<file path="src/logic/snd_mix_pkg.sv">
package snd_mix_pkg;

    // Width of the mixed output
    localparam int MIX_W = 16;

    // Internal accumulator width, leaves headroom for the saturation check
    localparam int SUM_W = 24;

    // Volume setting from the DIP switches
    typedef enum logic [1:0] {
        VOL_LOW  = 2'd0,
        VOL_MID  = 2'd1,
        VOL_HIGH = 2'd2,
        VOL_MAX  = 2'd3
    } vol_step_e;

    // All gains are read as gain/16

    // PSG gain per volume step
    localparam logic [7:0] PSG_GAIN_LOW  = 8'h03;
    localparam logic [7:0] PSG_GAIN_MID  = 8'h06;
    localparam logic [7:0] PSG_GAIN_HIGH = 8'h08;
    localparam logic [7:0] PSG_GAIN_MAX  = 8'h0A;

    // FM is pulled down when PCM shares the output
    localparam logic [7:0] FM_GAIN_SOLO     = 8'h30;
    localparam logic [7:0] FM_GAIN_WITH_PCM = 8'h20;

    // PCM channel gain
    localparam logic [7:0] PCM_GAIN = 8'h0A;

endpackage

</file>
<file path="src/logic/pcm_fetch_pkg.sv">
package pcm_fetch_pkg;

    // Fetcher states
    // PTR_LO and PTR_HI read the two pointer bytes, PLAY streams data
    typedef enum logic [1:0] {
        IDLE   = 2'd0,
        PTR_LO = 2'd1,
        PTR_HI = 2'd2,
        PLAY   = 2'd3
    } pcm_state_e;

    // Start of the sample pointer table in ROM
    // Entry n sits at PTR_BASE + 2n, low byte first
    localparam logic [15:0] PTR_BASE = 16'h0090;

    // Mid-scale level of the unsigned PCM stream
    localparam logic [7:0] PCM_SILENCE = 8'h80;

endpackage

</file>
<file path="src/logic/pcm_tick_gen.sv">
module pcm_tick_gen #(
    parameter int TICK_DIV = 3
) (
    input  logic clk,
    input  logic comb_rstn,
    input  logic sample,
    output logic sample_edge,
    output logic pcm_tick
);

    logic                sample_l;
    logic                rise;
    logic [TICK_DIV-1:0] div_cnt;

    assign rise = sample & ~sample_l;

    // One-hot divider that advances on every strobe edge
    // The top bit being set marks the last edge of a group
    always_ff @(posedge clk or negedge comb_rstn) begin
        if (!comb_rstn) begin
            sample_l    <= 1'b0;
            sample_edge <= 1'b0;
            pcm_tick    <= 1'b0;
            div_cnt     <= TICK_DIV'(1);
        end else begin
            sample_l    <= sample;
            sample_edge <= rise;
            pcm_tick    <= 1'b0;
            if (rise) begin
                div_cnt  <= (div_cnt << 1) | (div_cnt >> (TICK_DIV - 1));
                pcm_tick <= div_cnt[TICK_DIV-1];
            end
        end
    end

    // The divider always holds exactly one set bit
    a_div_onehot: assert property (
        @(posedge clk) disable iff (!comb_rstn)
        $onehot(div_cnt)
    );

endmodule

</file>
<file path="src/logic/pcm_fetch.sv">
module pcm_fetch (
    input  logic        clk,
    input  logic        comb_rstn,
    input  logic        pcm_tick,
    input  logic        cmd_trig,
    input  logic        pcm_ok,
    input  logic [5:0]  cmd_sel,
    input  logic [7:0]  pcm_data,
    output logic [15:0] pcm_addr,
    output logic [7:0]  pcm_level,
    output logic        pcm_busy,
    output logic        pcm_strobe
);
    import pcm_fetch_pkg::*;

    pcm_state_e state;
    logic [7:0] ptr_lsb;
    logic       trig_l;
    logic       trig_rise;
    logic       accept;
    logic       last_byte;

    // Command bit edge restarts playback
    assign trig_rise = cmd_trig & ~trig_l;

    // A ROM byte is only taken when the data is ready on a tick
    assign accept = pcm_tick & pcm_ok;

    // Zero byte or end of address space ends the sample
    assign last_byte = (pcm_data == 8'h00) || (&pcm_addr);

    assign pcm_busy = (state != IDLE);

    // Low half of the start pointer
    always_ff @(posedge clk) begin
        if (!trig_rise && accept && state == PTR_LO) begin
            ptr_lsb <= pcm_data;
        end
    end

    always_ff @(posedge clk or negedge comb_rstn) begin
        if (!comb_rstn) begin
            state      <= IDLE;
            pcm_addr   <= '0;
            pcm_level  <= PCM_SILENCE;
            pcm_strobe <= 1'b0;
            trig_l     <= 1'b0;
        end else begin
            trig_l     <= cmd_trig;
            pcm_strobe <= 1'b0;
            if (trig_rise) begin
                // Two bytes per table entry
                state    <= PTR_LO;
                pcm_addr <= PTR_BASE + {9'd0, cmd_sel, 1'b0};
            end else if (accept) begin
                case (state)
                    PTR_LO: begin
                        pcm_addr[0] <= 1'b1;
                        state       <= PTR_HI;
                    end
                    PTR_HI: begin
                        pcm_addr <= {pcm_data, ptr_lsb};
                        state    <= PLAY;
                    end
                    PLAY: begin
                        // The terminating zero is not played
                        if (last_byte) begin
                            pcm_level <= PCM_SILENCE;
                            state     <= IDLE;
                        end else begin
                            pcm_level <= pcm_data;
                        end
                        pcm_addr   <= pcm_addr + 16'd1;
                        pcm_strobe <= 1'b1;
                    end
                    default: begin
                        state <= IDLE;
                    end
                endcase
            end
        end
    end

    // Low pointer byte sits at the even address and the high byte at the odd one
    a_ptr_phase: assert property (
        @(posedge clk) disable iff (!comb_rstn)
        (state inside {PTR_LO, PTR_HI}) |-> (pcm_addr[0] == (state == PTR_HI))
    );

    // ROM back-pressure freezes the address unless a new command arrives
    a_addr_hold: assert property (
        @(posedge clk) disable iff (!comb_rstn)
        (!pcm_ok && !trig_rise) |=> $stable(pcm_addr)
    );

endmodule

</file>
<file path="src/logic/pcm_dc_remove.sv">
module pcm_dc_remove #(
    parameter int DC_SHIFT = 5
) (
    input  logic              clk,
    input  logic              comb_rstn,
    input  logic              pcm_strobe,
    input  logic [7:0]        pcm_level,
    output logic signed [7:0] pcm_ac
);

    localparam int AW = DC_SHIFT + 10;

    logic signed [7:0]    centered;
    logic signed [AW-1:0] avg_q;
    logic signed [AW-1:0] avg_int;
    logic signed [AW-1:0] avg_next;
    logic signed [9:0]    diff;
    logic signed [7:0]    diff_sat;

    // Flipping the MSB is the same as subtracting 128
    assign centered = {~pcm_level[7], pcm_level[6:0]};

    // avg_q holds the average scaled by 2^DC_SHIFT
    assign avg_int  = avg_q >>> DC_SHIFT;
    assign avg_next = avg_q + AW'(centered) - avg_int;

    assign diff = 10'(centered) - 10'(avg_int);

    always_comb begin
        if (diff > 10'sd127) begin
            diff_sat = 8'sh7F;
        end else if (diff < -10'sd128) begin
            diff_sat = 8'sh80;
        end else begin
            diff_sat = diff[7:0];
        end
    end

    // Average and output only step with a new PCM byte
    always_ff @(posedge clk or negedge comb_rstn) begin
        if (!comb_rstn) begin
            avg_q  <= '0;
            pcm_ac <= '0;
        end else if (pcm_strobe) begin
            avg_q  <= avg_next;
            pcm_ac <= diff_sat;
        end
    end

endmodule

</file>
<file path="src/logic/snd_mixer.sv">
module snd_mixer (
    input  logic                              clk,
    input  logic                              comb_rstn,
    input  logic                              sample_edge,
    input  logic                              fm_en,
    input  logic                              psg_en,
    input  logic                              pcm_en,
    input  snd_mix_pkg::vol_step_e            fx_level,
    input  logic signed [15:0]                fm_snd,
    input  logic [9:0]                        psg_snd,
    input  logic signed [7:0]                 pcm_ac,
    output logic signed [snd_mix_pkg::MIX_W-1:0] snd,
    output logic                              peak
);
    import snd_mix_pkg::*;

    logic [7:0]              fm_gain;
    logic [7:0]              psg_gain;
    logic [7:0]              pcm_gain;
    logic signed [15:0]      psg_w;
    logic signed [15:0]      pcm_w;
    logic signed [SUM_W-1:0] sum;
    logic [SUM_W-MIX_W:0]    top_bits;
    logic                    ovf;

    // Channel times gain/16
    function automatic logic signed [SUM_W-1:0] scale(
        input logic signed [15:0] ch,
        input logic [7:0]         gain
    );
        logic signed [SUM_W-1:0] prod;
        prod = SUM_W'(ch) * SUM_W'(signed'({1'b0, gain}));
        return prod >>> 4;
    endfunction

    always_comb begin
        case (fx_level)
            VOL_LOW:  psg_gain = PSG_GAIN_LOW;
            VOL_MID:  psg_gain = PSG_GAIN_MID;
            VOL_HIGH: psg_gain = PSG_GAIN_HIGH;
            default:  psg_gain = PSG_GAIN_MAX;
        endcase
        if (!psg_en) begin
            psg_gain = '0;
        end
        // FM backs off while PCM is mixed in
        if (!fm_en) begin
            fm_gain = '0;
        end else if (pcm_en) begin
            fm_gain = FM_GAIN_WITH_PCM;
        end else begin
            fm_gain = FM_GAIN_SOLO;
        end
        pcm_gain = pcm_en ? PCM_GAIN : 8'h00;
    end

    // Bring PSG and PCM up to 16-bit scale
    assign psg_w = signed'({2'b00, psg_snd, 4'b0000});
    assign pcm_w = signed'({pcm_ac, 8'h00});

    assign sum = scale(fm_snd, fm_gain) + scale(psg_w, psg_gain) + scale(pcm_w, pcm_gain);

    // Fits in MIX_W bits when all bits above the sign agree with it
    assign top_bits = sum[SUM_W-1:MIX_W-1];
    assign ovf      = (top_bits != '0) && (top_bits != '1);

    always_ff @(posedge clk or negedge comb_rstn) begin
        if (!comb_rstn) begin
            snd  <= '0;
            peak <= 1'b0;
        end else if (sample_edge) begin
            peak <= ovf;
            if (!ovf) begin
                snd <= sum[MIX_W-1:0];
            end else if (sum[SUM_W-1]) begin
                snd <= {1'b1, {(MIX_W-1){1'b0}}};
            end else begin
                snd <= {1'b0, {(MIX_W-1){1'b1}}};
            end
        end
    end

endmodule

</file>
<file path="src/logic/pcm_sound_top.sv">
module pcm_sound_top #(
    parameter int TICK_DIV = 3,
    parameter int DC_SHIFT = 5
) (
    input  logic                                 clk,
    input  logic                                 comb_rstn,
    input  logic                                 sample,
    input  logic                                 cmd_trig,
    input  logic [5:0]                           cmd_sel,
    input  logic [7:0]                           pcm_data,
    input  logic                                 pcm_ok,
    input  logic signed [15:0]                   fm_snd,
    input  logic [9:0]                           psg_snd,
    input  snd_mix_pkg::vol_step_e               fx_level,
    input  logic                                 fm_en,
    input  logic                                 psg_en,
    input  logic                                 pcm_en,
    output logic [15:0]                          pcm_addr,
    output logic                                 pcm_busy,
    output logic signed [snd_mix_pkg::MIX_W-1:0] snd,
    output logic                                 peak
);

    logic              sample_edge;
    logic              pcm_tick;
    logic              pcm_strobe;
    logic [7:0]        pcm_level;
    logic signed [7:0] pcm_ac;

    pcm_tick_gen #(.TICK_DIV(TICK_DIV)) u_tick (
        .clk         ( clk         ),
        .comb_rstn   ( comb_rstn   ),
        .sample      ( sample      ),
        .sample_edge ( sample_edge ),
        .pcm_tick    ( pcm_tick    )
    );

    pcm_fetch u_fetch (
        .clk         ( clk         ),
        .comb_rstn   ( comb_rstn   ),
        .pcm_tick    ( pcm_tick    ),
        .cmd_trig    ( cmd_trig    ),
        .pcm_ok      ( pcm_ok      ),
        .cmd_sel     ( cmd_sel     ),
        .pcm_data    ( pcm_data    ),
        .pcm_addr    ( pcm_addr    ),
        .pcm_level   ( pcm_level   ),
        .pcm_busy    ( pcm_busy    ),
        .pcm_strobe  ( pcm_strobe  )
    );

    pcm_dc_remove #(.DC_SHIFT(DC_SHIFT)) u_dcrm (
        .clk         ( clk         ),
        .comb_rstn   ( comb_rstn   ),
        .pcm_strobe  ( pcm_strobe  ),
        .pcm_level   ( pcm_level   ),
        .pcm_ac      ( pcm_ac      )
    );

    snd_mixer u_mixer (
        .clk         ( clk         ),
        .comb_rstn   ( comb_rstn   ),
        .sample_edge ( sample_edge ),
        .fm_en       ( fm_en       ),
        .psg_en      ( psg_en      ),
        .pcm_en      ( pcm_en      ),
        .fx_level    ( fx_level    ),
        .fm_snd      ( fm_snd      ),
        .psg_snd     ( psg_snd     ),
        .pcm_ac      ( pcm_ac      ),
        .snd         ( snd         ),
        .peak        ( peak        )
    );

endmodule

</file>
<file path="config.mk">
export PLATFORM = sky130hd
export DESIGN_NAME = pcm_sound_top
export DESIGN_NICKNAME = d
export VERILOG_FILES = /design/src/logic/snd_mix_pkg.sv /design/src/logic/pcm_fetch_pkg.sv /design/src/logic/pcm_tick_gen.sv /design/src/logic/pcm_fetch.sv /design/src/logic/pcm_dc_remove.sv /design/src/logic/snd_mixer.sv /design/src/logic/pcm_sound_top.sv
export SDC_FILE = /design/constraint.sdc
export NUM_CORES = 1
export LEC_CHECK = 0
export BUFFER_PORTS_ARGS = -buffer_cell sky130_fd_sc_hd__buf_2
export CORE_UTILIZATION = 50
export DETAILED_ROUTE_END_ITERATION = 10
export PLACE_DENSITY = 0.77
export SYNTH_ARGS = -nofsm -noshare
export SYNTH_HDL_FRONTEND = slang
export SYNTH_HIERARCHICAL = 1
export SYNTH_SLANG_ARGS = --single-unit
</file>
<file path="constraint.sdc">
create_clock -name clk -period 11 [get_ports clk]
set_input_delay 0 -clock clk [delete_from_list [all_inputs] [get_ports clk]]
set_output_delay 0 -clock clk [all_outputs]
set_load 0.01 [all_outputs]
</file>
==> flow_summary.json, run 1 <==
{
  "synth_fa_ha_area_frac": 0.3165,
  "synth_edf_count": 8,
  "synthArstFlopShare": 0.9024,
  "min_period_ns": 7.855,
  "dp.final_hpwl_microns": 17410,
  "first_iter_violations": 373,
  "io_pins": 84,
  "placed_area_sq_mm": 0.01074,
  "grtUsageMet2": 0.3763,
  "cts-resized-gates": 0,
  "rows": 51,
  "synthesis.area_sq_mm": 0.01009,
  "cp_slowest_cell": "nor3b_1",
  "syn_nets": 1404,
  "ys_types": 87,
  "core_area_sq_mm": 0.01959,
  "synthSimpleGateAreaFrac": 0.1619,
  "root_buffer": "clkbuf_16",
  "slew_violations": 0,
  "peakVddDrop_uv": 81.05,
  "drive_above_1_share": 0.1190,
  "relSlewSlack": 0.1624,
  "die_area_sq_mm": 0.02075,
  "critical_path_arrival_ns": 8.09,
  "dpl_worst_slack_ns": 2.929,
  "areaGrowthSynthToFinish_pct": 10.91,
  "gp_congestion": 0.8587,
  "first_pass_iters": 6,
  "synth-xor-area-share": 0.05110,
  "wl_microns": 21830,
  "met1_usage": 0.2944,
  "final_hold_viol_count": 0,
  "startpoint_type": "input pin",
  "yosysSeqAreaShare": 0.2076,
  "synth.top_cell.area_share": 0.2232,
  "die_x_microns": 144.0,
  "hold_buffers": 15,
  "finalInstanceArea_sq_mm": 0.01119,
  "fin_crit_sh": 0.7141,
  "avgSynthCellArea_sq_um": 8.952,
  "n_fill_cell": 1731,
  "htreeDepth": 3,
  "synth_top_cell_by_area": "ha_1",
  "post_synth_mux_area_share": 0.01129,
  "yosys_warnings": 6,
  "io_buffers": 83,
  "yosys-top-cells-area": "ha_1 22%, dfrtp_1 18%, fa_1 9.3%",
  "layout_setup_ws_ns": 3.145,
  "crit_path_max_fanout": 14,
  "drv_cap": 0,
  "clk_pin_slew_ns": 0.06,
  "routedWlPerCell_microns": 14.71,
  "grt-ovfl-total": 0,
  "num_vias": 8193,
  "finalSetupViolations": 0,
  "max_stage_delay_ns": 0.80,
  "synth-compound-area-share": 0.1838,
  "busiest_layer": "met2",
  "cp_top_family": "compound AO/OA/AOI/OAI gates",
  "drc": 0,
  "clock_latency_ns": 0.34,
  "synthFlopType": "dfrtp_1",
  "critPathBufInv": 3,
  "initial_utilization": 0.5150,
  "synth_seq_cells": 82,
  "outcome": "finished, final reports clean",
  "clock_sinks": 82,
  "ant_nets": 0,
  "worst_pin_slew_ns": 1.254,
  "rsz0062_at_grt": "false",
  "use_met3": 0.03510,
  "hp-class": "in -> reg",
  "p_leak_nw": 5.805,
  "max_freq_mhz": 127.3,
  "synth_top_family_by_area": "adder cells",
  "cts_tree": "built",
  "setup_tns_ns": 0,
  "crit_required_ns": 11.24,
  "final_nets": 1491,
  "grt_pass1_wl_microns": 36920,
  "cts_buffers": 9,
  "vias_per_cell": 5.521,
  "die-height_microns": 144.0,
  "critPathCaptureType": "register",
  "fin_skew_ns": 0.007459,
  "post_cts_buffers": 0,
  "grt_pass1_vias": 7951,
  "grt.total_usage": 0.2226,
  "power_density_mw_per_mm2": 84.21,
  "ctsLongestPathBuffers": 2,
  "grt_start_max_net_pins": 75,
  "path_class": "in -> reg",
  "syn_inst": 1127,
  "grt_antenna_before_repair": 1,
  "regToRegSetupSlack_ns": 5.17
}
-- final cells by class --
cell class                 count  area [sq um]  share of cell area
clock inverter                 4         51.30            0.004585
tap                          265         331.6             0.02963
antenna                        1         2.502           0.0002236
multi-input combinational    870          7310              0.6532
clock buffer                  11         242.7             0.02169
sequential                    82          2095              0.1872
inverter                     149         559.3             0.04998
timing repair buffer         102         598.1             0.05345
-- sequential cells by signal, indices dropped and copies added (netlist names), 2 cells and up --
register / cells
u_fetch/pcm_addr: 16
u_mixer/snd: 16
u_dcrm/avg_q: 15
u_dcrm/pcm_ac: 8
u_fetch/pcm_level: 8
u_fetch/ptr_lsb: 8
u_tick/div_cnt: 3
u_fetch/state: 2
-- worst reg2reg max path: stages (launching register included) --
cell	delay, ns
dfrtp_1	0.39
and2_1	0.19
ha_1	0.29
ha_1	0.33
ha_1	0.30
a21o_1	0.18
a21oi_1	0.21
o21bai_1	0.09
a21oi_1	0.22
nor2b_1	0.08
nor3_1	0.43
ha_1	0.34
ha_1	0.37
a21oi_1	0.16
o21ai_1	0.11
or2_2	0.31
a31oi_1	0.23
o211ai_1	0.14
or4_4	0.54
a211oi_2	0.27
a21oi_2	0.24
a311oi_1	0.32
-- cells by family (layout without fill, tap and decap cells) --
kind of cell / count (synthesis) / in the layout
flip-flops: 82 / 82
buffers and inverters: 175 / 266
other: 0 / 1
adder cells (fa/ha/maj): 227 / 227
XOR/XNOR: 58 / 58
multiplexers: 11 / 11
AND/OR/NAND/NOR: 313 / 313
AO/OA/AOI/OAI: 261 / 261
-- synth_stat cells, drive strengths merged, types with 4 or more instances --
cell type / count
nor2b: 26
o21ai: 67
nor3b: 4
inv: 149
o21bai: 7
nor3: 18
dfrtp: 72
nor2: 71
a31oi: 7
nand2b: 5
a21oi: 58
o22ai: 8
ha: 180
buf: 5
a21o: 25
o31ai: 5
a211oi: 14
xnor2: 33
or2: 5
o211ai: 6
and4: 4
nand4: 8
a21boi: 5
or3: 6
nand3: 19
o21a: 7
and3: 17
mux2i: 8
edfxtp: 8
a311oi: 13
nand2: 64
or4: 4
a2111oi: 5
and2: 57
xor2: 25
fa: 47
clkbuf: 21
-- worst paths after layout --
| path | cells past startpoint | endpoint | from |
|---|---|---|---|
| setup / recovery | 30 | u_mixer/snd[1]$_DFFE_PN0P_ | psg_en |
| hold / removal | 3 | u_fetch/pcm_addr[5]$_DFFE_PN0P_ | cmd_sel[4] |
| setup reg to reg | 21 | u_mixer/snd[1]$_DFFE_PN0P_ | u_dcrm/pcm_ac[3]$_DFFE_PN0P_ |
| hold reg to reg | 1 | u_tick/sample_edge$_DFF_PN0_ | u_tick/sample_l$_DFF_PN0_ |
| max in group asynchronous | 2 | u_dcrm/avg_q[8]$_DFFE_PN0P_ | comb_rstn |
| min in group asynchronous | 2 | u_fetch/pcm_addr[11]$_DFFE_PN0P_ | comb_rstn |
-- routing by layer --
metal	up-vias	part of all wire	wire length [microns]
met5	-	0	0
met4	0	0.013	294
li1	4101	-	-
met1	3862	0.45	9930
met2	210	0.48	10420
met3	20	0.054	1182
-- power by group --
group	internal, mW	total (mW)	switching [mW]
Clock	0.181	0.299	0.118
Sequential	0.325	0.345	0.0201
Combinational	0.126	0.299	0.173
Total	0.632	0.942	0.311
-- per-stage QoR --
step	hold WS [ns]	instances	utilization	power [mW]
2_1_floorplan	-0.2956	1127	-	0.5509
6_report	0.04129	1484	0.5712	0.9423
4_1_cts	0.02679	1483	0.5711	0.9493
3_5_place_dp	0.1278	1453	0.5484	0.6423
3_3_place_gp	0.1275	1453	0.5484	0.6380
5_1_grt	0.04244	1483	0.5711	1.007
-- cells in the final DEF, fill, tap and decap left out, types with 5 or more instances in the layout --
cell type / instances
xnor2_1: 32
fa_1: 47
mux2i_1: 8
dfrtp_1: 72
o22ai_1: 8
edfxtp_1: 8
dlygate4sd3_1: 15
buf_2: 82
nor2_1: 70
nor2b_1: 25
o21ai_1: 24
nor3_1: 17
clkbuf_16: 9
a311oi_1: 5
buf_4: 5
xor2_1: 25
a2111oi_0: 5
a211oi_1: 12
nand3_1: 19
o211ai_1: 5
ha_1: 180
and3_1: 16
a311oi_2: 8
or3_1: 6
nand2b_1: 5
a21oi_1: 54
nand4_1: 8
inv_1: 147
a21o_1: 25
nand2_1: 64
a31oi_1: 6
o21bai_1: 6
and2_1: 56
o21a_1: 7
o21ai_0: 39
Power figures use the tool's default switching activity.
==> inputs of run 2 (changes only) <==
--- a/config.mk
+++ b/config.mk
@@ -8,7 +8,7 @@
 export BUFFER_PORTS_ARGS = -buffer_cell sky130_fd_sc_hd__buf_2
 export CORE_UTILIZATION = 50
 export DETAILED_ROUTE_END_ITERATION = 10
-export PLACE_DENSITY = 0.77
+export PLACE_DENSITY = 0.79
 export SYNTH_ARGS = -nofsm -noshare
 export SYNTH_HDL_FRONTEND = slang
 export SYNTH_HIERARCHICAL = 1
==> constraint.sdc (replaced) <==
create_clock -name clk -period 6.9 [get_ports clk]
set_input_delay 0 -clock clk [delete_from_list [all_inputs] [get_ports clk]]
set_output_delay 0 -clock clk [all_outputs]
set_load 0.01 [all_outputs]
==> run 2 against run 1 <==
Effect of this change:
- first-iteration DRC count grew 39%
- clock-buffer cell count shrank 1
- hold slack gained 0.014 ns
- largest cell class unchanged
- register-to-register slack got worse by 4.2 ns
- clock skew shrank 0.0016 ns
- clock power rose by 75%
- largest power group unchanged
- critical path depth up 4
- combinational power rose by 75%
- sequential share of layout area down 0.86 points
==> flow_summary.json, run 2 (same netlist as run 1, synthesis figures left out) <==
{
  "grt.total_usage": 0.2258,
  "num_antenna_cells": 0,
  "relSlewSlack": 0.1784,
  "grt_start_max_net_pins": 75,
  "power_density_mw_per_mm2": 135.9,
  "ff2ff_path_depth": 23,
  "worst_pin_slew_ns": 1.230,
  "die-height_microns": 144.0,
  "dp.cells": 1492,
  "io_buffers": 83,
  "crit_required_ns": 7.10,
  "clock_sinks": 82,
  "p_comb_frac": 0.328,
  "max_freq_mhz": 150.5,
  "total_power_mw": 1.594,
  "switchingPower_mw": 0.5366,
  "placed_area_sq_mm": 0.01105,
  "rows": 51,
  "p_sw_frac": 0.3366,
  "io_pins": 84,
  "slew_violations": 0,
  "grt_antenna_before_repair": 0,
  "root_buffer": "clkbuf_16",
  "clk_pin_slew_ns": 0.07,
  "num_vias": 8489,
  "crit_path_max_fanout": 6,
  "dpl_worst_slack_ns": -0.4205,
  "cp_slowest_cell": "fa_1",
  "ctsLongestPathBuffers": 2,
  "p_leak_nw": 6.076,
  "grt_pass1_wl_microns": 37960,
  "ant_nets": 0,
  "grt_pass1_vias": 8229,
  "reg.largest.list": "u_fetch/pcm_addr x16, u_mixer/snd x16, u_dcrm/avg_q x15",
  "path_class": "in -> reg",
  "peakVddDrop_uv": 142.4,
  "initial_utilization": 0.5150,
  "clock_latency_ns": 0.34,
  "setup_tns_ns": 0,
  "areaGrowthSynthToFinish_pct": 16.27,
  "critPathCaptureType": "register",
  "htreeDepth": 3,
  "fin_crit_sh": 0.9627,
  "cts_tree": "built",
  "die_x_microns": 144.0,
  "final_common_cell": "ha_1",
  "startpoint_type": "input pin",
  "worstHoldEndpoint": "u_fetch/pcm_addr[5]$_DFFE_PN0P_",
  "first_pass_iters": 5,
  "fin_cells": 1528,
  "layout_setup_ws_ns": 0.2574,
  "dp.final_hpwl_microns": 17880,
  "fin_skew_ns": 0.005824,
  "finalSetupViolations": 0,
  "whs_path_depth": 3,
  "outcome": "finished, final reports clean",
  "layout_common_cells": "178 x ha_1, 147 x inv_1, 82 x buf_2, 72 x dfrtp_1, 70 x nor2_1",
  "wl_microns": 23080,
  "drv_cap": 0,
  "vias_per_cell": 5.556,
  "die_area_sq_mm": 0.02075,
  "final_hold_viol_count": 0,
  "core_area_sq_mm": 0.01959,
  "internal_power_mw": 1.058,
  "crit_start": "fx_level[1]",
  "finalInstanceArea_sq_mm": 0.01173,
  "first_iter_violations": 517,
  "max_stage_delay_ns": 0.53,
  "hp-class": "in -> reg",
  "regToRegSetupSlack_ns": 0.93,
  "critical_path_arrival_ns": 6.84,
  "grt-ovfl-total": 0,
  "seqPwrFrac": 0.344,
  "drc": 0,
  "clkPwrFrac": 0.328,
  "routedWlPerCell_microns": 15.10,
  "drive_above_1_share": 0.1702,
  "final_nets": 1535,
  "r2r_end": "u_mixer/snd[2]$_DFFE_PN0P_",
  "hold_start": "cmd_sel[4]",
  "cts_buffers": 9,
  "reg2reg_from": "u_dcrm/pcm_ac[3]$_DFFE_PN0P_",
  "gp_congestion": 0.9029,
  "min_period_ns": 6.643
}
[run 2: cell type report]
class	instances	area (sq um)
inverters	149	559.3
flip-flops and latches	82	2095
fillers	1661	7860
well taps	265	331.6
clock inverters	6	78.83
repair buffers	145	954.7
multi-input cells	871	7461
clock buffers	10	250.2
[run 2: power groups by stage]
stage                     combinational [mW]  sequential [mW]  clock, mW
after detailed placement               0.492            0.557          0
after global routing                   0.584            0.551      0.547
after floorplan                        0.318            0.560          0
final                                  0.524            0.548      0.523
after CTS                              0.505            0.548      0.531
after global placement                 0.482            0.557          0
[run 2: routing by layer]
metal / global-route usage / up-vias / wire length, microns
li1: - / 4195 / -
met3: 0.02980 / 20 / 1158
met2: 0.3870 / 231 / 11250
met1: 0.3057 / 4043 / 10480
met4: 0.04087 / 0 / 186
met5: 0 / - / 0
[run 2: repair_timing]
| item | 4_1_cts | 5_1_grt |
|---|---|---|
| pin swaps | 0 | 21 |
| endpoints found under the hold margin | 100 | 0 |
| resized for setup | 2 | 30 |
| hold buffers | 15 | 0 |
| cloned | 0 | 2 |
| setup buffers | 0 | 3 |
| endpoints found under the setup margin | 6 | 16 |
[run 2: worst max path at each step]
stage	end	slack, ns	cells after the start
floorplan	u_mixer/snd[5]$_DFFE_PN0P_	0.11	29
global placement	u_mixer/snd[0]$_DFFE_PN0P_	-0.18	30
detailed placement	u_mixer/snd[1]$_DFFE_PN0P_	-0.42	34
CTS	u_mixer/snd[1]$_DFFE_PN0P_	0.03	34
global route	u_mixer/snd[2]$_DFFE_PN0P_	-0.14	34
finish	u_mixer/snd[2]$_DFFE_PN0P_	0.26	34
[run 2: worst max-delay path, delay by kind of cell]
| family | cells | cell delay, ns |
|---|---|---|
| compound gates | 15 | 2.37 |
| fa+ha+maj | 6 | 2.17 |
| simple gates | 5 | 1.25 |
| buf+inv | 8 | 1.05 |
[run 2: through the flow]
stage            util  hold slack [ns]
2_1_floorplan       -          -0.2956
3_3_place_gp   0.5642           0.1312
3_5_place_dp   0.5642           0.1328
4_1_cts        0.5891          0.03509
5_1_grt        0.5988          0.05938
6_report       0.5988          0.05484
